[src/hdl/patch_pkg.sv]
package patch_pkg;

	typedef logic [7:0]  pixel_t;   // one grayscale pixel.
	typedef logic [31:0] word_t;    // four pixels, column 4k+i in byte i.
	typedef logic [6:0]  coord_t;   // row or column index up to 127.
	typedef logic [15:0] sad_t;     // sad score for windows up to 16x16.

	localparam int IMG_W_DEF    = 32;   // default image width in pixels.
	localparam int IMG_H_DEF    = 32;   // default image height in pixels.
	localparam int WIN_DEF      = 8;    // default square window size.
	localparam int PIX_PER_WORD = 4;    // pixels packed in one memory word.

	// scan control flow of the window sequencer
	typedef enum logic [2:0] {
		IDLE,       // waiting for en.
		FILL,       // reading the first WIN rows.
		SLIDE,      // one window per cycle.
		NEXT_ROW,   // shift up and read one more row.
		FINISH      // waiting for the last compare.
	} seq_state_t;

endpackage

[src/hdl/scan_if.sv]
`timescale 1ns/100ps

interface scan_if import patch_pkg::*; ();

	logic   load;        // row buffer write strobe.
	coord_t buf_row;     // buffer row for the arriving word.
	coord_t buf_col;     // word column for the arriving word.
	logic   new_row;     // shift buffer rows up before the write.
	logic   win_ready;   // window at win_offset is valid.
	coord_t win_offset;  // left column of the window.
	logic   last_win;    // final window of the scan.

	modport seq (
		output load, buf_row, buf_col, new_row,
		output win_ready, win_offset, last_win
	);

	modport buffer (
		input load, buf_row, buf_col, new_row, win_offset
	);

	modport match (
		input win_ready, win_offset, last_win
	);

endinterface

[src/hdl/sad_matcher.sv]
`timescale 1ns/100ps

module sad_matcher import patch_pkg::*; #(
	parameter  int WIN = WIN_DEF,
	localparam int TAW = $clog2(WIN * WIN)
) (
	input  logic                      clk,
	input  logic                      rst_n,
	input  logic                      tmpl_we,
	input  logic [TAW-1:0]            tmpl_addr,
	input  pixel_t                    tmpl_data,
	input  pixel_t [WIN-1:0][WIN-1:0] window_data,
	scan_if.match                     scan,
	input  coord_t                    top_row,
	input  logic                      start,
	output logic                      done,
	output coord_t                    best_row,
	output coord_t                    best_col,
	output sad_t                      best_sad
);

	pixel_t tmpl [WIN*WIN];  // template, row * WIN + col.
	sad_t   row_sad [WIN];   // per-row sums of the current window.
	sad_t   s1_sum [WIN];
	logic   s1_valid;
	logic   s1_last;
	coord_t s1_row;
	coord_t s1_col;
	sad_t   total;

	function automatic pixel_t abs_diff(input pixel_t a, input pixel_t b);
		return (a > b) ? (a - b) : (b - a);
	endfunction

	always_ff @(posedge clk) begin
		if (tmpl_we) begin
			tmpl[tmpl_addr] <= tmpl_data;
		end
	end

	always_comb begin
		for (int r = 0; r < WIN; r++) begin
			row_sad[r] = '0;
			for (int c = 0; c < WIN; c++) begin
				row_sad[r] = row_sad[r] + sad_t'(abs_diff(window_data[r][c], tmpl[r*WIN+c]));
			end
		end
	end

	always_comb begin
		total = '0;
		for (int r = 0; r < WIN; r++) begin
			total = total + s1_sum[r];  // stage two adder tree.
		end
	end

	always_ff @(posedge clk) begin
		if (scan.win_ready) begin
			s1_sum <= row_sad;  // stage one payload.
			s1_row <= top_row;
			s1_col <= scan.win_offset;
		end
	end

	always_ff @(posedge clk, negedge rst_n) begin
		if (!rst_n) begin
			s1_valid <= 1'b0;
			s1_last  <= 1'b0;
			done     <= 1'b0;
			best_sad <= '1;
			best_row <= '0;
			best_col <= '0;
		end else begin
			s1_valid <= scan.win_ready;
			s1_last  <= scan.win_ready && scan.last_win;
			done     <= s1_valid && s1_last;  // two cycles after the last window.
			if (start) begin
				best_sad <= '1;  // new scan.
				best_row <= '0;
				best_col <= '0;
			end else if (s1_valid && (total < best_sad)) begin
				best_sad <= total;  // strict less keeps the earliest tie.
				best_row <= s1_row;
				best_col <= s1_col;
			end
		end
	end

endmodule

[src/flat_wrapper.sv]
// flat-port wrapper written by rule: the top's interface ports become plain ports
module sad_matcher_flat import patch_pkg::*;
#(
	parameter  int WIN = WIN_DEF,
	localparam int TAW = $clog2(WIN * WIN)
)
  (clk, rst_n, tmpl_we, tmpl_addr, tmpl_data, window_data, top_row, start, done, best_row, best_col, best_sad, scan_win_ready, scan_win_offset, scan_last_win);
  scan_if scan_i ();
  input  logic clk;
  input  logic rst_n;
  input  logic tmpl_we;
  input  logic [TAW-1:0] tmpl_addr;
  input  pixel_t tmpl_data;
  input  pixel_t [WIN-1:0][WIN-1:0] window_data;
  input  coord_t top_row;
  input  logic start;
  output logic done;
  output coord_t best_row;
  output coord_t best_col;
  output sad_t best_sad;
  input wire logic [$bits(scan_i.win_ready)-1:0] scan_win_ready;
  input wire logic [$bits(scan_i.win_offset)-1:0] scan_win_offset;
  input wire logic [$bits(scan_i.last_win)-1:0] scan_last_win;
  assign scan_i.win_ready = scan_win_ready;
  assign scan_i.win_offset = scan_win_offset;
  assign scan_i.last_win = scan_last_win;
  sad_matcher #(.WIN(WIN)) u_core (.clk(clk), .rst_n(rst_n), .tmpl_we(tmpl_we), .tmpl_addr(tmpl_addr), .tmpl_data(tmpl_data), .window_data(window_data), .scan(scan_i), .top_row(top_row), .start(start), .done(done), .best_row(best_row), .best_col(best_col), .best_sad(best_sad));
endmodule
[config.mk]
export PLATFORM = sky130hd
export DESIGN_NAME = sad_matcher_flat
export DESIGN_NICKNAME = d
export VERILOG_FILES = /design/src/hdl/patch_pkg.sv /design/src/hdl/scan_if.sv /design/src/hdl/sad_matcher.sv /design/src/flat_wrapper.sv
export SDC_FILE = /design/constraint.sdc
export NUM_CORES = 2
export LEC_CHECK = 0
export BUFFER_PORTS_ARGS = -buffer_cell sky130_fd_sc_hd__clkbuf_2
export CAP_MARGIN = 20
export CORE_ASPECT_RATIO = 1.25
export CORE_MARGIN = 8
export CORE_UTILIZATION = 55
export CTS_CLUSTER_DIAMETER = 40
export DETAILED_ROUTE_END_ITERATION = 10
export PLACE_DENSITY = 0.74
export SLEW_MARGIN = 20
export SYNTH_ARGS = -nofsm -noshare
export SYNTH_HDL_FRONTEND = slang
export SYNTH_SLANG_ARGS = --single-unit
[constraint.sdc]
create_clock -name clk -period 9.5 [get_ports clk]
set_input_delay 0 -clock clk [delete_from_list [all_inputs] [get_ports clk]]
set_output_delay 0 -clock clk [all_outputs]
set_load 0.005 [all_outputs]
==> flow_metrics.env <==
export IMPL_syn_avg_cell_area_um2=9.77
export IMPL_place_gp_congestion=0.938
export IMPL_ant_nets=0
export IMPL_root_buffer="clkbuf_16"
export IMPL_fp_dieW_um=347
export IMPL_max_freq_mhz=133
export IMPL_slowest_stage="o21a_1"
export IMPL_drcViolationCount=0
export IMPL_clk_path_buf_depth=3
export IMPL_final_max_slew_viol_count=0
export IMPL_syn_inst=7723
export IMPL_synthMuxAreaShare=0.0616
export IMPL_status="finished clean"
export IMPL_rrSetupSlack_ns=2.00
export IMPL_area_growth_pct=14.0
export IMPL_rsz0062_at_grt="false"
export IMPL_port_buffers=576
export IMPL_critPathLaunchType="register"
export IMPL_path_max_fanout=27
export IMPL_yosysWarnings=0
export IMPL_final_util=0.629
export IMPL_cp_arrival_ns=8.19
export IMPL_clock_latency_ns=0.79
export IMPL_yosysSeqAreaShare=0.259
export IMPL_drt_total_wl_um=219000
export IMPL_hold_path_class="in -> reg"
export IMPL_cts_tree="done"
export IMPL_layout_common_cells="1750 x inv_1, 1173 x ha_1, 764 x a21oi_1"
export IMPL_hpwl_um=175000
export IMPL_r2r_worst_path_cells=21
export IMPL_finalSetupTns_ns=0
export IMPL_max_slew_worst_pin_slew_ns=1.13
export IMPL_num_vias=58063
export IMPL_hold_end="u_core.s1_sum[64]$_DFFE_PP_"
export IMPL_drt_iter0_drc=3043
export IMPL_drt_wirelength_per_cell_um=21.1
export IMPL_period_minus_slack_ns=7.50
export IMPL_cap_violations=0
export IMPL_hp_start="window_data[208]"
export IMPL_die_area_mm2=0.149
export IMPL_firstDrtPassIters=5
export IMPL_mostFrequentLayoutCell="inv_1"
export IMPL_rr_startpoint="u_core.s1_sum[2]$_DFFE_PP_"
export IMPL_required_ns=10.19
export IMPL_clk_pin_slew_ns=0.05
export IMPL_grt_antenna_before_repair=86
export IMPL_grt_max_degree=72
export IMPL_clock_skew_ns=0.0290
export IMPL_via_per_inst=5.59
export IMPL_ys_ff_latch=655
export IMPL_numCtsBuffers=144
export IMPL_setup_viol=0
export IMPL_synth_compound_area_share=0.149
export IMPL_async_flop_share=0.0504
export IMPL_coreArea_mm2=0.137
export IMPL_syn_num_nets=9953
export IMPL_synth_xor_area_frac=0.0567
export IMPL_critPathKind="reg -> reg"
export IMPL_cts_sinks=655
export IMPL_critPathMaxStageDelay_ns=0.96
export IMPL_die_height_um=430
export IMPL_worstHoldPathCells=5
export IMPL_io_pin_count=577
export IMPL_synth_edff_count=622
export IMPL_critPathMostFrequentCell="fa_1"
export IMPL_drive_above_1_share=0.121
export IMPL_end_kind="register"
export IMPL_max_slew_margin=0.243
export IMPL_grt_pass1_wl_um=335000
export IMPL_worstReg2RegEnd="u_core.best_col[1]$_DFFE_PN0P_"
export IMPL_start_util=0.552
export IMPL_fin_nets=10667
export IMPL_gr_total_overflow=0
export IMPL_ctsResizeCount=0
export IMPL_synth_area_leader_cell="edfxtp_1"
export IMPL_synth_cell_types=71
export IMPL_synthSimpleGateAreaFrac=0.0515
export IMPL_synth_top_cell_area_share=0.248
export IMPL_cts_htree_levels=4
export IMPL_grt_total_usage=0.288
export IMPL_n_fill_cell=11219
export IMPL_crit_start="u_core.s1_sum[2]$_DFFE_PP_"
export IMPL_hold_viol_final=0
export IMPL_synth_area_top_cells="edfxtp_1 25%, ha_1 19%, fa_1 14%"
export IMPL_synth_area_mm2=0.0754
export IMPL_grt_pass1_vias=60900
export IMPL_synth_top_family_by_area="adder cells"
export IMPL_floorplan_rows=152
export IMPL_yosys_area_share_adder=0.330
export IMPL_fin_crit_sh=0.790
export IMPL_crit_chain="fa_1 > fa_1 > fa_1 > fa_1 > ha_1 > fa_1 > a21o_1 > a21oi_1 > o21bai_1 > a2111oi_2 > o31ai_1 > a21oi_1 > xnor2_1 > ha_1 > a21o_1 > a21oi_1 > o21ai_0 > a211oi_1 > o21a_1 > o21ai_0 > a21oi_1"
export IMPL_ys_flop_type="edfxtp_1"
==> critical path: cells and delay by family, from the launching register on <==
| family | cells | cell delay [ns] |
|---|---|---|
| AO/OA/AOI/OAI | 13 | 3.93 |
| adder cells (fa/ha/maj) | 7 | 2.93 |
| flip-flops | 1 | 0.42 |
| XOR/XNOR | 1 | 0.14 |
==> cell type report <==
| type | instances | area [µm²] | share of cell area |
|---|---|---|---|
| multi-input cells | 5236 | 49000 | 0.570 |
| clock buffers | 159 | 3720 | 0.0433 |
| inverters | 1750 | 6570 | 0.0764 |
| clock inverters | 107 | 1220 | 0.0142 |
| repair buffers | 650 | 3600 | 0.0418 |
| diodes | 63 | 158 | 0.00183 |
| flip-flops and latches | 655 | 19500 | 0.227 |
| well taps | 1771 | 2220 | 0.0258 |
==> metal layers <==
layer,up-vias,track usage,share of wire
li1,27600,-,-
met1,28084,0.319,0.38
met2,1764,0.508,0.50
met3,579,0.0665,0.068
met4,36,0.161,0.057
met5,-,0,0.0011
==> cells by family (layout without fill, tap and decap cells) <==
kind of cell | count (synthesis) | after routing
AND/OR/NAND/NOR | 804 | 804
XOR/XNOR | 488 | 488
adder cells (fa/ha/maj) | 1684 | 1684
buffers and inverters | 1832 | 2666
AO/OA/AOI/OAI | 1809 | 1809
other | 0 | 63
multiplexers | 451 | 451
flip-flops | 655 | 655
==> how the worst max path moves through the flow <==
stage | cells past startpoint | slack, ns | end
detailed placement | 29 | 2.10 | u_core.s1_sum[90]$_DFFE_PP_
CTS | 29 | 2.10 | u_core.s1_sum[90]$_DFFE_PP_
floorplan | 30 | 2.57 | u_core.s1_sum[90]$_DFFE_PP_
finish | 21 | 2.00 | u_core.best_col[1]$_DFFE_PN0P_
global route | 29 | 1.59 | u_core.s1_sum[90]$_DFFE_PP_
global placement | 29 | 2.23 | u_core.s1_sum[90]$_DFFE_PP_
==> stage by stage <==
stage                     std cells  hold slack, ns  setup WS, ns  area, µm²
after detailed placement      10005           0.179          2.10      80300
after CTS                     10328          0.0189          2.10      85800
final                         10391          0.0435          2.00      86000
after global placement        10004           0.174          2.23      80300
after global routing          10360          0.0540          1.59      85900
after floorplan                7723          -0.296          2.57      75400
==> what timing repair did <==
item                      in CTS  in global routing
buffers inserted               0                  0
hold buffers                  57                  0
hold endpoints to repair     382                  0
==> cell usage after synthesis (42+ instances only) <==
cell type  instances
nand2_1          173
nor2_2            42
a31oi_1           46
a211o_1           46
nand4_1          127
clkbuf_1          57
nand3_1           57
nor2_1           256
a211oi_1          60
o211ai_1          42
ha_1            1173
o21bai_1         163
mux2i_1          343
inv_1           1750
fa_1             511
a21o_1           260
xor2_1           144
o21ai_0          227
o21a_1           102
nor3_1            60
xnor2_1          344
edfxtp_1         622
mux2_2           108
a21oi_1          764
==> state kept, by name (all words and copies together), names as in the netlist <==
name             flops
u_core.done          1
u_core.s1_row        7
u_core.best_sad     16
u_core.s1_sum       96
u_core.s1_valid      1
u_core.s1_last       1
u_core.tmpl        512
u_core.best_row      7
u_core.best_col      7
u_core.s1_col        7
Power is not shown: default switching activity piles up to over one toggle a cycle in this logic, so the estimate is an artifact.
