File: src/hdl/patch_pkg.sv
package patch_pkg;

	typedef logic [7:0]  pixel_t;   // one grayscale pixel.
	typedef logic [31:0] word_t;    // four pixels, column 4k+i in byte i.
	typedef logic [6:0]  coord_t;   // row or column index up to 127.
	typedef logic [15:0] sad_t;     // sad score for windows up to 16x16.

	localparam int IMG_W_DEF    = 32;   // default image width in pixels.
	localparam int IMG_H_DEF    = 32;   // default image height in pixels.
	localparam int WIN_DEF      = 8;    // default square window size.
	localparam int PIX_PER_WORD = 4;    // pixels packed in one memory word.

	// scan control flow of the window sequencer
	typedef enum logic [2:0] {
		IDLE,       // waiting for en.
		FILL,       // reading the first WIN rows.
		SLIDE,      // one window per cycle.
		NEXT_ROW,   // shift up and read one more row.
		FINISH      // waiting for the last compare.
	} seq_state_t;

endpackage

File: src/hdl/scan_if.sv
`timescale 1ns/100ps

interface scan_if import patch_pkg::*; ();

	logic   load;        // row buffer write strobe.
	coord_t buf_row;     // buffer row for the arriving word.
	coord_t buf_col;     // word column for the arriving word.
	logic   new_row;     // shift buffer rows up before the write.
	logic   win_ready;   // window at win_offset is valid.
	coord_t win_offset;  // left column of the window.
	logic   last_win;    // final window of the scan.

	modport seq (
		output load, buf_row, buf_col, new_row,
		output win_ready, win_offset, last_win
	);

	modport buffer (
		input load, buf_row, buf_col, new_row, win_offset
	);

	modport match (
		input win_ready, win_offset, last_win
	);

endinterface

File: src/hdl/window_sequencer.sv
`timescale 1ns/100ps

module window_sequencer import patch_pkg::*; #(
	parameter  int IMG_W = IMG_W_DEF,
	parameter  int IMG_H = IMG_H_DEF,
	parameter  int WIN   = WIN_DEF,
	localparam int WPR   = IMG_W / PIX_PER_WORD,
	localparam int AW    = $clog2(WPR * IMG_H)
) (
	input  logic          clk,
	input  logic          rst_n,
	input  logic          en,
	input  logic          done,
	output logic          ack,
	output logic          busy,
	output logic [AW-1:0] rd_addr,
	output coord_t        top_row,
	scan_if.seq           scan
);

	localparam coord_t LAST_OFF  = coord_t'(IMG_W - WIN);  // rightmost window column.
	localparam coord_t LAST_TOP  = coord_t'(IMG_H - WIN);  // lowest window top row.
	localparam coord_t LAST_WCOL = coord_t'(WPR - 1);      // last word in a row.
	localparam coord_t LAST_BROW = coord_t'(WIN - 1);      // bottom buffer row.

	seq_state_t state, state_n;
	coord_t     rd_row, rd_row_n;  // image row being read.
	coord_t     rd_col, rd_col_n;  // word column being read.
	coord_t     offset, offset_n;  // window left column.
	coord_t     top, top_n;        // image row at the window top.
	logic       load_c;
	logic       new_row_c;
	logic       win_ready_c;
	logic       last_c;
	coord_t     buf_row_c;

	assign rd_addr = AW'(int'(rd_row) * WPR + int'(rd_col));  // row * words per row + col.
	assign busy    = (state != IDLE) && !done;                // drops together with done.

	always_comb begin
		state_n     = state;
		rd_row_n    = rd_row;
		rd_col_n    = rd_col;
		offset_n    = offset;
		top_n       = top;
		ack         = 1'b0;
		load_c      = 1'b0;
		new_row_c   = 1'b0;
		win_ready_c = 1'b0;
		last_c      = 1'b0;
		buf_row_c   = rd_row;
		case (state)
			IDLE: begin
				if (en) begin
					ack      = 1'b1;  // same cycle as en.
					rd_row_n = '0;
					rd_col_n = '0;
					offset_n = '0;
					top_n    = '0;
					state_n  = FILL;
				end
			end
			FILL: begin
				load_c    = 1'b1;
				buf_row_c = rd_row;  // buffer row equals image row here.
				if (rd_col == LAST_WCOL) begin
					rd_col_n = '0;
					if (rd_row == LAST_BROW) begin
						state_n = SLIDE;  // first WIN rows requested.
					end else begin
						rd_row_n = rd_row + 1'b1;
					end
				end else begin
					rd_col_n = rd_col + 1'b1;
				end
			end
			SLIDE: begin
				win_ready_c = 1'b1;
				last_c      = (offset == LAST_OFF) && (top == LAST_TOP);
				if (offset == LAST_OFF) begin
					offset_n = '0;
					if (top == LAST_TOP) begin
						state_n = FINISH;  // last window issued.
					end else begin
						rd_row_n = coord_t'(top + WIN);  // row entering at the bottom.
						rd_col_n = '0;
						top_n    = top + 1'b1;
						state_n  = NEXT_ROW;
					end
				end else begin
					offset_n = offset + 1'b1;
				end
			end
			NEXT_ROW: begin
				load_c    = 1'b1;
				new_row_c = (rd_col == '0);  // shift only before the first word.
				buf_row_c = LAST_BROW;
				if (rd_col == LAST_WCOL) begin
					state_n = SLIDE;
				end else begin
					rd_col_n = rd_col + 1'b1;
				end
			end
			FINISH: begin
				if (done) begin
					state_n = IDLE;  // matcher finished the last compare.
				end
			end
			default: state_n = IDLE;
		endcase
	end

	always_ff @(posedge clk, negedge rst_n) begin
		if (!rst_n) begin
			state           <= IDLE;
			rd_row          <= '0;
			rd_col          <= '0;
			offset          <= '0;
			top             <= '0;
			scan.load       <= 1'b0;
			scan.new_row    <= 1'b0;
			scan.buf_row    <= '0;
			scan.buf_col    <= '0;
			scan.win_ready  <= 1'b0;
			scan.win_offset <= '0;
			scan.last_win   <= 1'b0;
			top_row         <= '0;
		end else begin
			state           <= state_n;
			rd_row          <= rd_row_n;
			rd_col          <= rd_col_n;
			offset          <= offset_n;
			top             <= top_n;
			scan.load       <= load_c;       // lines up with rd_data.
			scan.new_row    <= new_row_c;
			scan.buf_row    <= buf_row_c;
			scan.buf_col    <= rd_col;
			scan.win_ready  <= win_ready_c;  // delayed so the last word is in.
			scan.win_offset <= offset;
			scan.last_win   <= last_c;
			top_row         <= top;
		end
	end

	// buffer is never written while a window is being scored
	a_no_load_on_window: assert property (
		@(posedge clk) disable iff (!rst_n) !(scan.load && scan.win_ready)
	) else $error("load and win_ready high together");

	a_offset_in_range: assert property (
		@(posedge clk) disable iff (!rst_n) scan.win_ready |-> (scan.win_offset <= LAST_OFF)
	) else $error("win_offset beyond last window column");

endmodule

File: src/flat_wrapper.sv
// flat-port wrapper written by rule: the top's interface ports become plain ports
module window_sequencer_flat import patch_pkg::*;
#(
	parameter  int IMG_W = IMG_W_DEF,
	parameter  int IMG_H = IMG_H_DEF,
	parameter  int WIN   = WIN_DEF,
	localparam int WPR   = IMG_W / PIX_PER_WORD,
	localparam int AW    = $clog2(WPR * IMG_H)
)
  (clk, rst_n, en, done, ack, busy, rd_addr, top_row, scan_load, scan_buf_row, scan_buf_col, scan_new_row, scan_win_ready, scan_win_offset, scan_last_win);
  scan_if scan_i ();
  input  logic clk;
  input  logic rst_n;
  input  logic en;
  input  logic done;
  output logic ack;
  output logic busy;
  output logic [AW-1:0] rd_addr;
  output coord_t top_row;
  output wire logic [$bits(scan_i.load)-1:0] scan_load;
  output wire logic [$bits(scan_i.buf_row)-1:0] scan_buf_row;
  output wire logic [$bits(scan_i.buf_col)-1:0] scan_buf_col;
  output wire logic [$bits(scan_i.new_row)-1:0] scan_new_row;
  output wire logic [$bits(scan_i.win_ready)-1:0] scan_win_ready;
  output wire logic [$bits(scan_i.win_offset)-1:0] scan_win_offset;
  output wire logic [$bits(scan_i.last_win)-1:0] scan_last_win;
  assign scan_load = scan_i.load;
  assign scan_buf_row = scan_i.buf_row;
  assign scan_buf_col = scan_i.buf_col;
  assign scan_new_row = scan_i.new_row;
  assign scan_win_ready = scan_i.win_ready;
  assign scan_win_offset = scan_i.win_offset;
  assign scan_last_win = scan_i.last_win;
  window_sequencer #(.IMG_W(IMG_W), .IMG_H(IMG_H), .WIN(WIN)) u_core (.clk(clk), .rst_n(rst_n), .en(en), .done(done), .ack(ack), .busy(busy), .rd_addr(rd_addr), .top_row(top_row), .scan(scan_i));
endmodule
File: config.mk
export PLATFORM = sky130hd
export DESIGN_NAME = window_sequencer_flat
export DESIGN_NICKNAME = d
export VERILOG_FILES = /design/src/hdl/patch_pkg.sv /design/src/hdl/scan_if.sv /design/src/hdl/window_sequencer.sv /design/src/flat_wrapper.sv
export SDC_FILE = /design/constraint.sdc
export NUM_CORES = 1
export LEC_CHECK = 0
export BUFFER_PORTS_ARGS = -buffer_cell sky130_fd_sc_hd__buf_2
export CAP_MARGIN = 25
export CORE_ASPECT_RATIO = 0.8
export CORE_UTILIZATION = 44
export CTS_CLUSTER_SIZE = 12
export DETAILED_ROUTE_END_ITERATION = 8
export PLACE_DENSITY = 0.72
export SYNTH_ARGS = -nofsm -noshare
export SYNTH_HDL_FRONTEND = slang
export SYNTH_SLANG_ARGS = --single-unit
File: constraint.sdc
create_clock -name clk -period 2.5 [get_ports clk]
set_input_delay 0.25 -clock clk [delete_from_list [all_inputs] [get_ports clk]]
set_output_delay 0.25 -clock clk [all_outputs]
set_load 0.05 [all_outputs]
==> run metrics, run 1 <==
slowest stage delay, CP 0.45 ns; gr ovfl total 0; TNS Setup 0 ns; slew margin rel. 0.532; DR pass1 iterations 6; FFs w/ async S/R, synth 1.00; CP Launch Point u_core.rd_row[0]; reg2reg path depth 7; RSZ-0062 raised after global routing no; vias in the first global route 2043; nets between 300 and 400; Post-Syn Area 0.00292 mm^2; CP Class reg2out; Die Ht 74.9 um; violated checks design-rule violations; per-cell routed wire length 14.3 um; Most used DFF post-synth dfrtp_1; pwr/cell area 1180 mW/mm^2; Area growth, synth to finish 17.8%; hold crit path type in2reg; Clock transition at path regs 0.07 ns; count of cell types in the netlist 46; Leakage ~1.7 nW; PortBufs 45; Slowest-stage cell, CP dfrtp_1; final setup margin just under 0.1 ns; commonest non-fill, non-tap cells in the layout dfrtp_1 (62), buf_2 (45), o21ai_0 (28); CP required 2.25 ns; MaxCap Viol Count 0; H-tree depth 3; final setup vio count 0; Worst VDD drop 0.000558 V; Num CTS Buffers 9; Arrival @ worst endpoint 2.15 ns; Critical Path End rd_addr[7]; GPL Wtd Cong 0.850; number of vias in the routed layout 2196; Ys Warns 0; Post-synth EDFFs 0; Final Critical Period 2.40 ns; DR vias/cell 5.20; reg2reg setup slack 0.33 ns; Reg2Reg Capture Point u_core.rd_row[0]; Initial Utilization 0.456; Max Clk Rate 416 MHz; layout filler cell count 573; CP Launch Type register; Post-Syn Nets around 300; Num Clock Sinks 63; antenna viol nets, final 0; initial drt markers 213; Ports 46; final antenna diode count 0; DRC 1; commonest non-fill, non-tap cell in the layout dfrtp_1; Max Transition Viols Final 0; Max Clock Skew 0.00998 ns; worst slew pin tran roughly 0.69 ns; CP cell instances ha_1 > inv_1 > fa_1 > inv_1 > a21o_1 > a21oi_1 > xnor2_1 > buf_2; Root Buffer clkbuf_8; Critical Path Fanout Max 6; first-pass GRT wire length 10.1 mm; CP most frequent cell inv_1; status finished with violations; DIE AREA ~0.0070 mm^2; worst path buffer plus inverter count 3; largest net degree at the start of global routing 62; number of cells on the critical path 8; antenna violations before repair 0; Critical Path Sink Type output port; die width 93.1 um; Final Cycle Share 0.960; Syn Area/Cell 10.3 um^2; HPWL after detailed placement roughly 4.1 mm; Final Hold Violating Endpoints 0; CTS tree done; worst-skew pair later-pin latency 0.34 ns; number of synthesized register bits 63; Worst R2R Start u_core.offset[0]; Total GRT Usage 0.194; Seq/Total Area, Yosys 0.540; row cnt 26; CTS Buffer Depth 2; core area 0.00641 mm^2; Mapped Cells 284; dpl ws 0.372 ns; DRT Wirelength 6.05 mm; CP top delay family adder cells; layout cell share with drive strength beyond 1 0.210
final cells by class:
type | count | area, um^2 | area share
clock buffer | 12 | 155 | 0.0451
clock inverter | 3 | 42.5 | 0.0124
inverter | 16 | 60.1 | 0.0175
multi-input combinational | 192 | 1210 | 0.351
sequential | 63 | 1580 | 0.459
tap | 84 | 105 | 0.0306
timing repair buffer | 52 | 293 | 0.0851
worst min-delay path by stage:
stage	start	end	slack (ns)	depth (start not counted)
after floorplan	rst_n	u_core.offset[0]	-0.05	0
after global placement	rst_n	u_core.top_row[4]	0.06	1
after detailed placement	rst_n	u_core.top_row[4]	0.06	1
after CTS	done	u_core.state[2]	0.17	3
after global routing	done	u_core.state[2]	0.18	3
final	done	u_core.state[2]	0.18	3
sequential cells by signal, indices dropped and copies added, names as in the netlist:
name / count
u_core.state: 3
u_core.scan.buf_col: 7
u_core.scan.buf_row: 7
u_core.offset: 7
u_core.rd_row: 7
u_core.scan.last_win: 1
u_core.scan.load: 1
u_core.scan.new_row: 1
u_core.rd_col: 7
u_core.top: 7
u_core.top_row: 7
u_core.scan.win_ready: 1
u_core.scan.win_offset: 7
tightest hold or removal path: stages:
cell and delay [ns]:
buf_2 0.10, o31a_1 0.11, nor2_1 0.04
per-stage QoR:
stage	total power, W	area [um^2]	util	hold slack (ns)	std cells
after global placement	0.00317	3230	0.504	0.0584	406
after CTS	0.00409	3440	0.537	0.170	422
final	0.00407	3440	0.537	0.183	422
after floorplan	0.00284	2920	-	-0.0456	284
after global routing	0.00432	3440	0.537	0.183	422
after detailed placement	0.00319	3230	0.504	0.0589	406
timing repair:
item,CTS,global route
setup buffers,0,0
resized for setup,0,1
hold endpoints to repair,63,0
endpoints found under the setup margin,0,1
hold buffers,1,0
cells in the mapped netlist, drive strengths merged, types with 2 or more instances:
cell    count  area share
nor4        3      0.0086
a22o        2      0.0060
nor2       24       0.031
nand2b      5       0.011
xor2        4       0.012
nor4b       3       0.011
nor3b       2      0.0051
a21o        3      0.0077
ha         12       0.051
nor3        2      0.0034
nand2      24       0.031
a31oi       2      0.0043
o21ai      29       0.050
nand3      20       0.034
and2        4      0.0086
clkbuf      5      0.0064
inv        16       0.021
buf         8       0.020
and3        7       0.015
xnor2      10       0.030
nand4       2      0.0043
dfrtp      63        0.54
o21a        2      0.0051
o22ai       2      0.0043
nor2b       6       0.013
a21oi       8       0.014
o31ai       3      0.0077
report_power, final:
part / total [W] / internal (W) / switching, W
registers: 0.00145 / 0.00124 / 0.000213
logic: 0.00174 / 0.000488 / 0.00125
clock network: 0.000878 / 0.000508 / 0.000371
metal layers:
metal / vias up / track usage / routed length, um / part of all wire
met1: 1044 / 0.287 / 3080 / 0.51
met2: 58 / 0.268 / 2580 / 0.43
met4: 0 / 0.0667 / 92 / 0.015
met3: 7 / 0.0616 / 300 / 0.050
li1: 1087 / - / - / -
met5: - / 0 / 0 / 0
kinds of logic after synthesis:
kind of cell | after synthesis | synth area share
and+or+nand+nor | 104 | 0.183
DFF | 63 | 0.540
AOI/OAI and AO/OA | 60 | 0.125
buffers and inverters | 29 | 0.0471
xor gates and xnor gates | 14 | 0.0420
adders and majority gates | 13 | 0.0583
muxes | 1 | 0.00514
No activity file was read; power rests on OpenSTA's default activity.
==> inputs of run 2 (changes only) <==
- RECOVER_POWER: unset -> 25
==> run 2 against run 1 <==
  * The flow still finishes with violations (design-rule violations)
  * Setup slack better by 0.00066 ns
  * Clock power about the same
  * Sequential power about the same
  * Sequential cell count unchanged
  * Highest routed layer unchanged
  * Fmax about the same
  * Die area unchanged
  * Register-to-register slack about the same
  * Combinational power about the same
  * Sequential share of layout area up 0.22 points
  * Global-route usage unchanged
==> run metrics, run 2 (synthesized netlist as in run 1, its figures left out) <==
Final Hold Violating Endpoints 0 (unchanged); DIE AREA 0.00697 mm^2 (unchanged); worst slew pin tran 1.47 ns (+0.773 ns); RSZ-0062 raised after global routing no; core area 0.00641 mm^2 (unchanged); WHS Path Cells 3 (unchanged); DRC 1 (unchanged); antenna viol nets, final 0 (unchanged); hold crit path type in2reg; DR vias/cell 5.19 (-0.23%); initial drt markers 213 (unchanged); pwr/cell area 1190 mW/mm^2 (+0.38%); Area growth, synth to finish 17.2%; Leakage 1.72 nW (-0.46%); Multi-input gate area 0.00121 mm^2 (unchanged); CP most frequent cell inv_1; violated checks design-rule violations; CP required 2.25 ns (about the same); H-tree depth 3 (unchanged); CP cell instances ha_1 > inv_1 > fa_1 > inv_1 > a21o_1 > a21oi_1 > xnor2_1 > buf_2; commonest non-fill, non-tap cells in the layout dfrtp_1 (62), buf_2 (44), o21ai_0 (28); DRT Wirelength 6.04 mm (-0.15%); Final Critical Period 2.40 ns (-0.000657 ns); Arrival @ worst endpoint 2.15 ns (about the same); gr ovfl total 0 (unchanged); final setup vio count 0 (unchanged); Max Clk Rate 417 MHz (about the same); layout cell share with drive strength beyond 1 0.207 (-0.00296); nets 351 (unchanged); antenna violations before repair 0 (unchanged); Num CTS Buffers 9 (unchanged); Critical Path Fanout Max 6 (unchanged); HPWL after detailed placement 4.14 mm (unchanged); worst-skew pair later-pin latency 0.34 ns (about the same); CP Class reg2out; Critical Path Sink Type output port; first-pass GRT wire length 10.1 mm (unchanged); Ports 46 (unchanged); TNS Setup 0 ns (unchanged); Num Clock Sinks 63 (unchanged); final antenna diode count 0 (unchanged); CTS Buffer Depth 2 (unchanged); slowest stage delay, CP 0.45 ns (about the same); CTS tree done; reg2reg path depth 7 (unchanged); number of vias in the routed layout 2191 (-0.23%); Die Ht 74.9 um (unchanged); Final Cycle Share 0.960 (about the same); per-cell routed wire length 14.3 um (-0.15%); Max Clock Skew 0.00998 ns (+0.000000140 ns); Finished Layout Cells 422 (unchanged); Slowest-stage cell, CP dfrtp_1; total area of sequential cells 0.00158 mm^2 (unchanged); PortBufs 45 (unchanged); Clock transition at path regs 0.07 ns (about the same); CP Launch Type register; Max Transition Viols Final 0 (unchanged); commonest non-fill, non-tap cell in the layout dfrtp_1; Total GRT Usage 0.194 (unchanged); slew margin rel. 0.0218 (-0.510); largest net degree at the start of global routing 62 (unchanged); Initial Utilization 0.456 (unchanged); Root Buffer clkbuf_8; MaxCap Viol Count 0 (unchanged); die width 93.1 um (unchanged); DR pass1 iterations 6 (unchanged); Worst VDD drop 0.000558 V (about the same); post-CTS repair timing setup buffer count 0 (unchanged); vias in the first global route 2043 (unchanged); layout filler cell count 576 (+0.52%); Cells after DPL 406 (unchanged); row cnt 26 (unchanged); status finished with violations; GPL Wtd Cong 0.850 (unchanged)
-- run 2: cell count changes in the layout (fill, tap and decap cells not counted) --
cell,change
buf_2,-1
buf_12,-1
clkbuf_2,+1
clkbuf_1,+1
-- run 2: per-layer routing --
metal / vias up / GRT usage / share of wire
met5: - / 0 / 0
met1: 1041 / 0.287 / 0.51
met3: 7 / 0.0616 / 0.049
li1: 1087 / - / -
met2: 56 / 0.268 / 0.43
met4: 0 / 0.0667 / 0.015
-- run 2: critical path, delay by kind of cell, from the launching register on --
| kind | cells | cell delay, ns |
|---|---|---|
| compound gates | 2 | 0.18 |
| buf+inv | 3 | 0.41 |
| fa+ha+maj | 2 | 0.63 |
| xor+xnor | 1 | 0.13 |
| flops | 1 | 0.45 |
-- run 2: power breakdown --
part | switching (W) | internal (W) | total [W]
Sequential | 0.000213 | 0.00124 | 0.00145
Combinational | 0.00125 | 0.000485 | 0.00173
Clock | 0.000370 | 0.000508 | 0.000878
-- run 2: what timing repair did --
item / CTS / global route
hold endpoints to repair: 63 / 0
endpoints found under the setup margin: 0 / 1
hold buffers: 1 / 0
gates resized for setup: 0 / 1
-- run 2: per-stage QoR --
| step | util | setup WS [ns] | hold slack [ns] | area, um^2 | power (W) |
|---|---|---|---|---|---|
| detailed placement | 0.504 | 0.372 | 0.0589 | 3230 | 0.00319 |
| floorplan | - | 0.154 | -0.0456 | 2920 | 0.00284 |
| finish | 0.534 | 0.0996 | 0.183 | 3420 | 0.00406 |
| CTS | 0.537 | 0.0861 | 0.170 | 3440 | 0.00409 |
| global placement | 0.504 | 0.407 | 0.0584 | 3230 | 0.00317 |
| global route | 0.534 | 0.0216 | 0.183 | 3420 | 0.00432 |
-- run 2: final timing paths --
kind	from	to	slack, ns
min in group asynchronous	rst_n	u_core.top_row[4]	0.23
worst max-delay path	u_core.rd_row[0]	rd_addr[7]	0.1
worst min-delay path	done	u_core.state[2]	0.18
max in group asynchronous	rst_n	u_core.rd_col[3]	0.54
worst min register to register	u_core.offset[6]	u_core.scan.win_offset[6]	0.44
worst max register to register	u_core.offset[0]	u_core.rd_row[0]	0.33
-- run 2: cell type report --
class	count	share of cell area
clock inverter	3	0.0124
inverter	16	0.0175
sequential	63	0.461
clock buffer	12	0.0453
timing repair buffer	52	0.0808
multi-input combinational	192	0.352
tap	84	0.0307
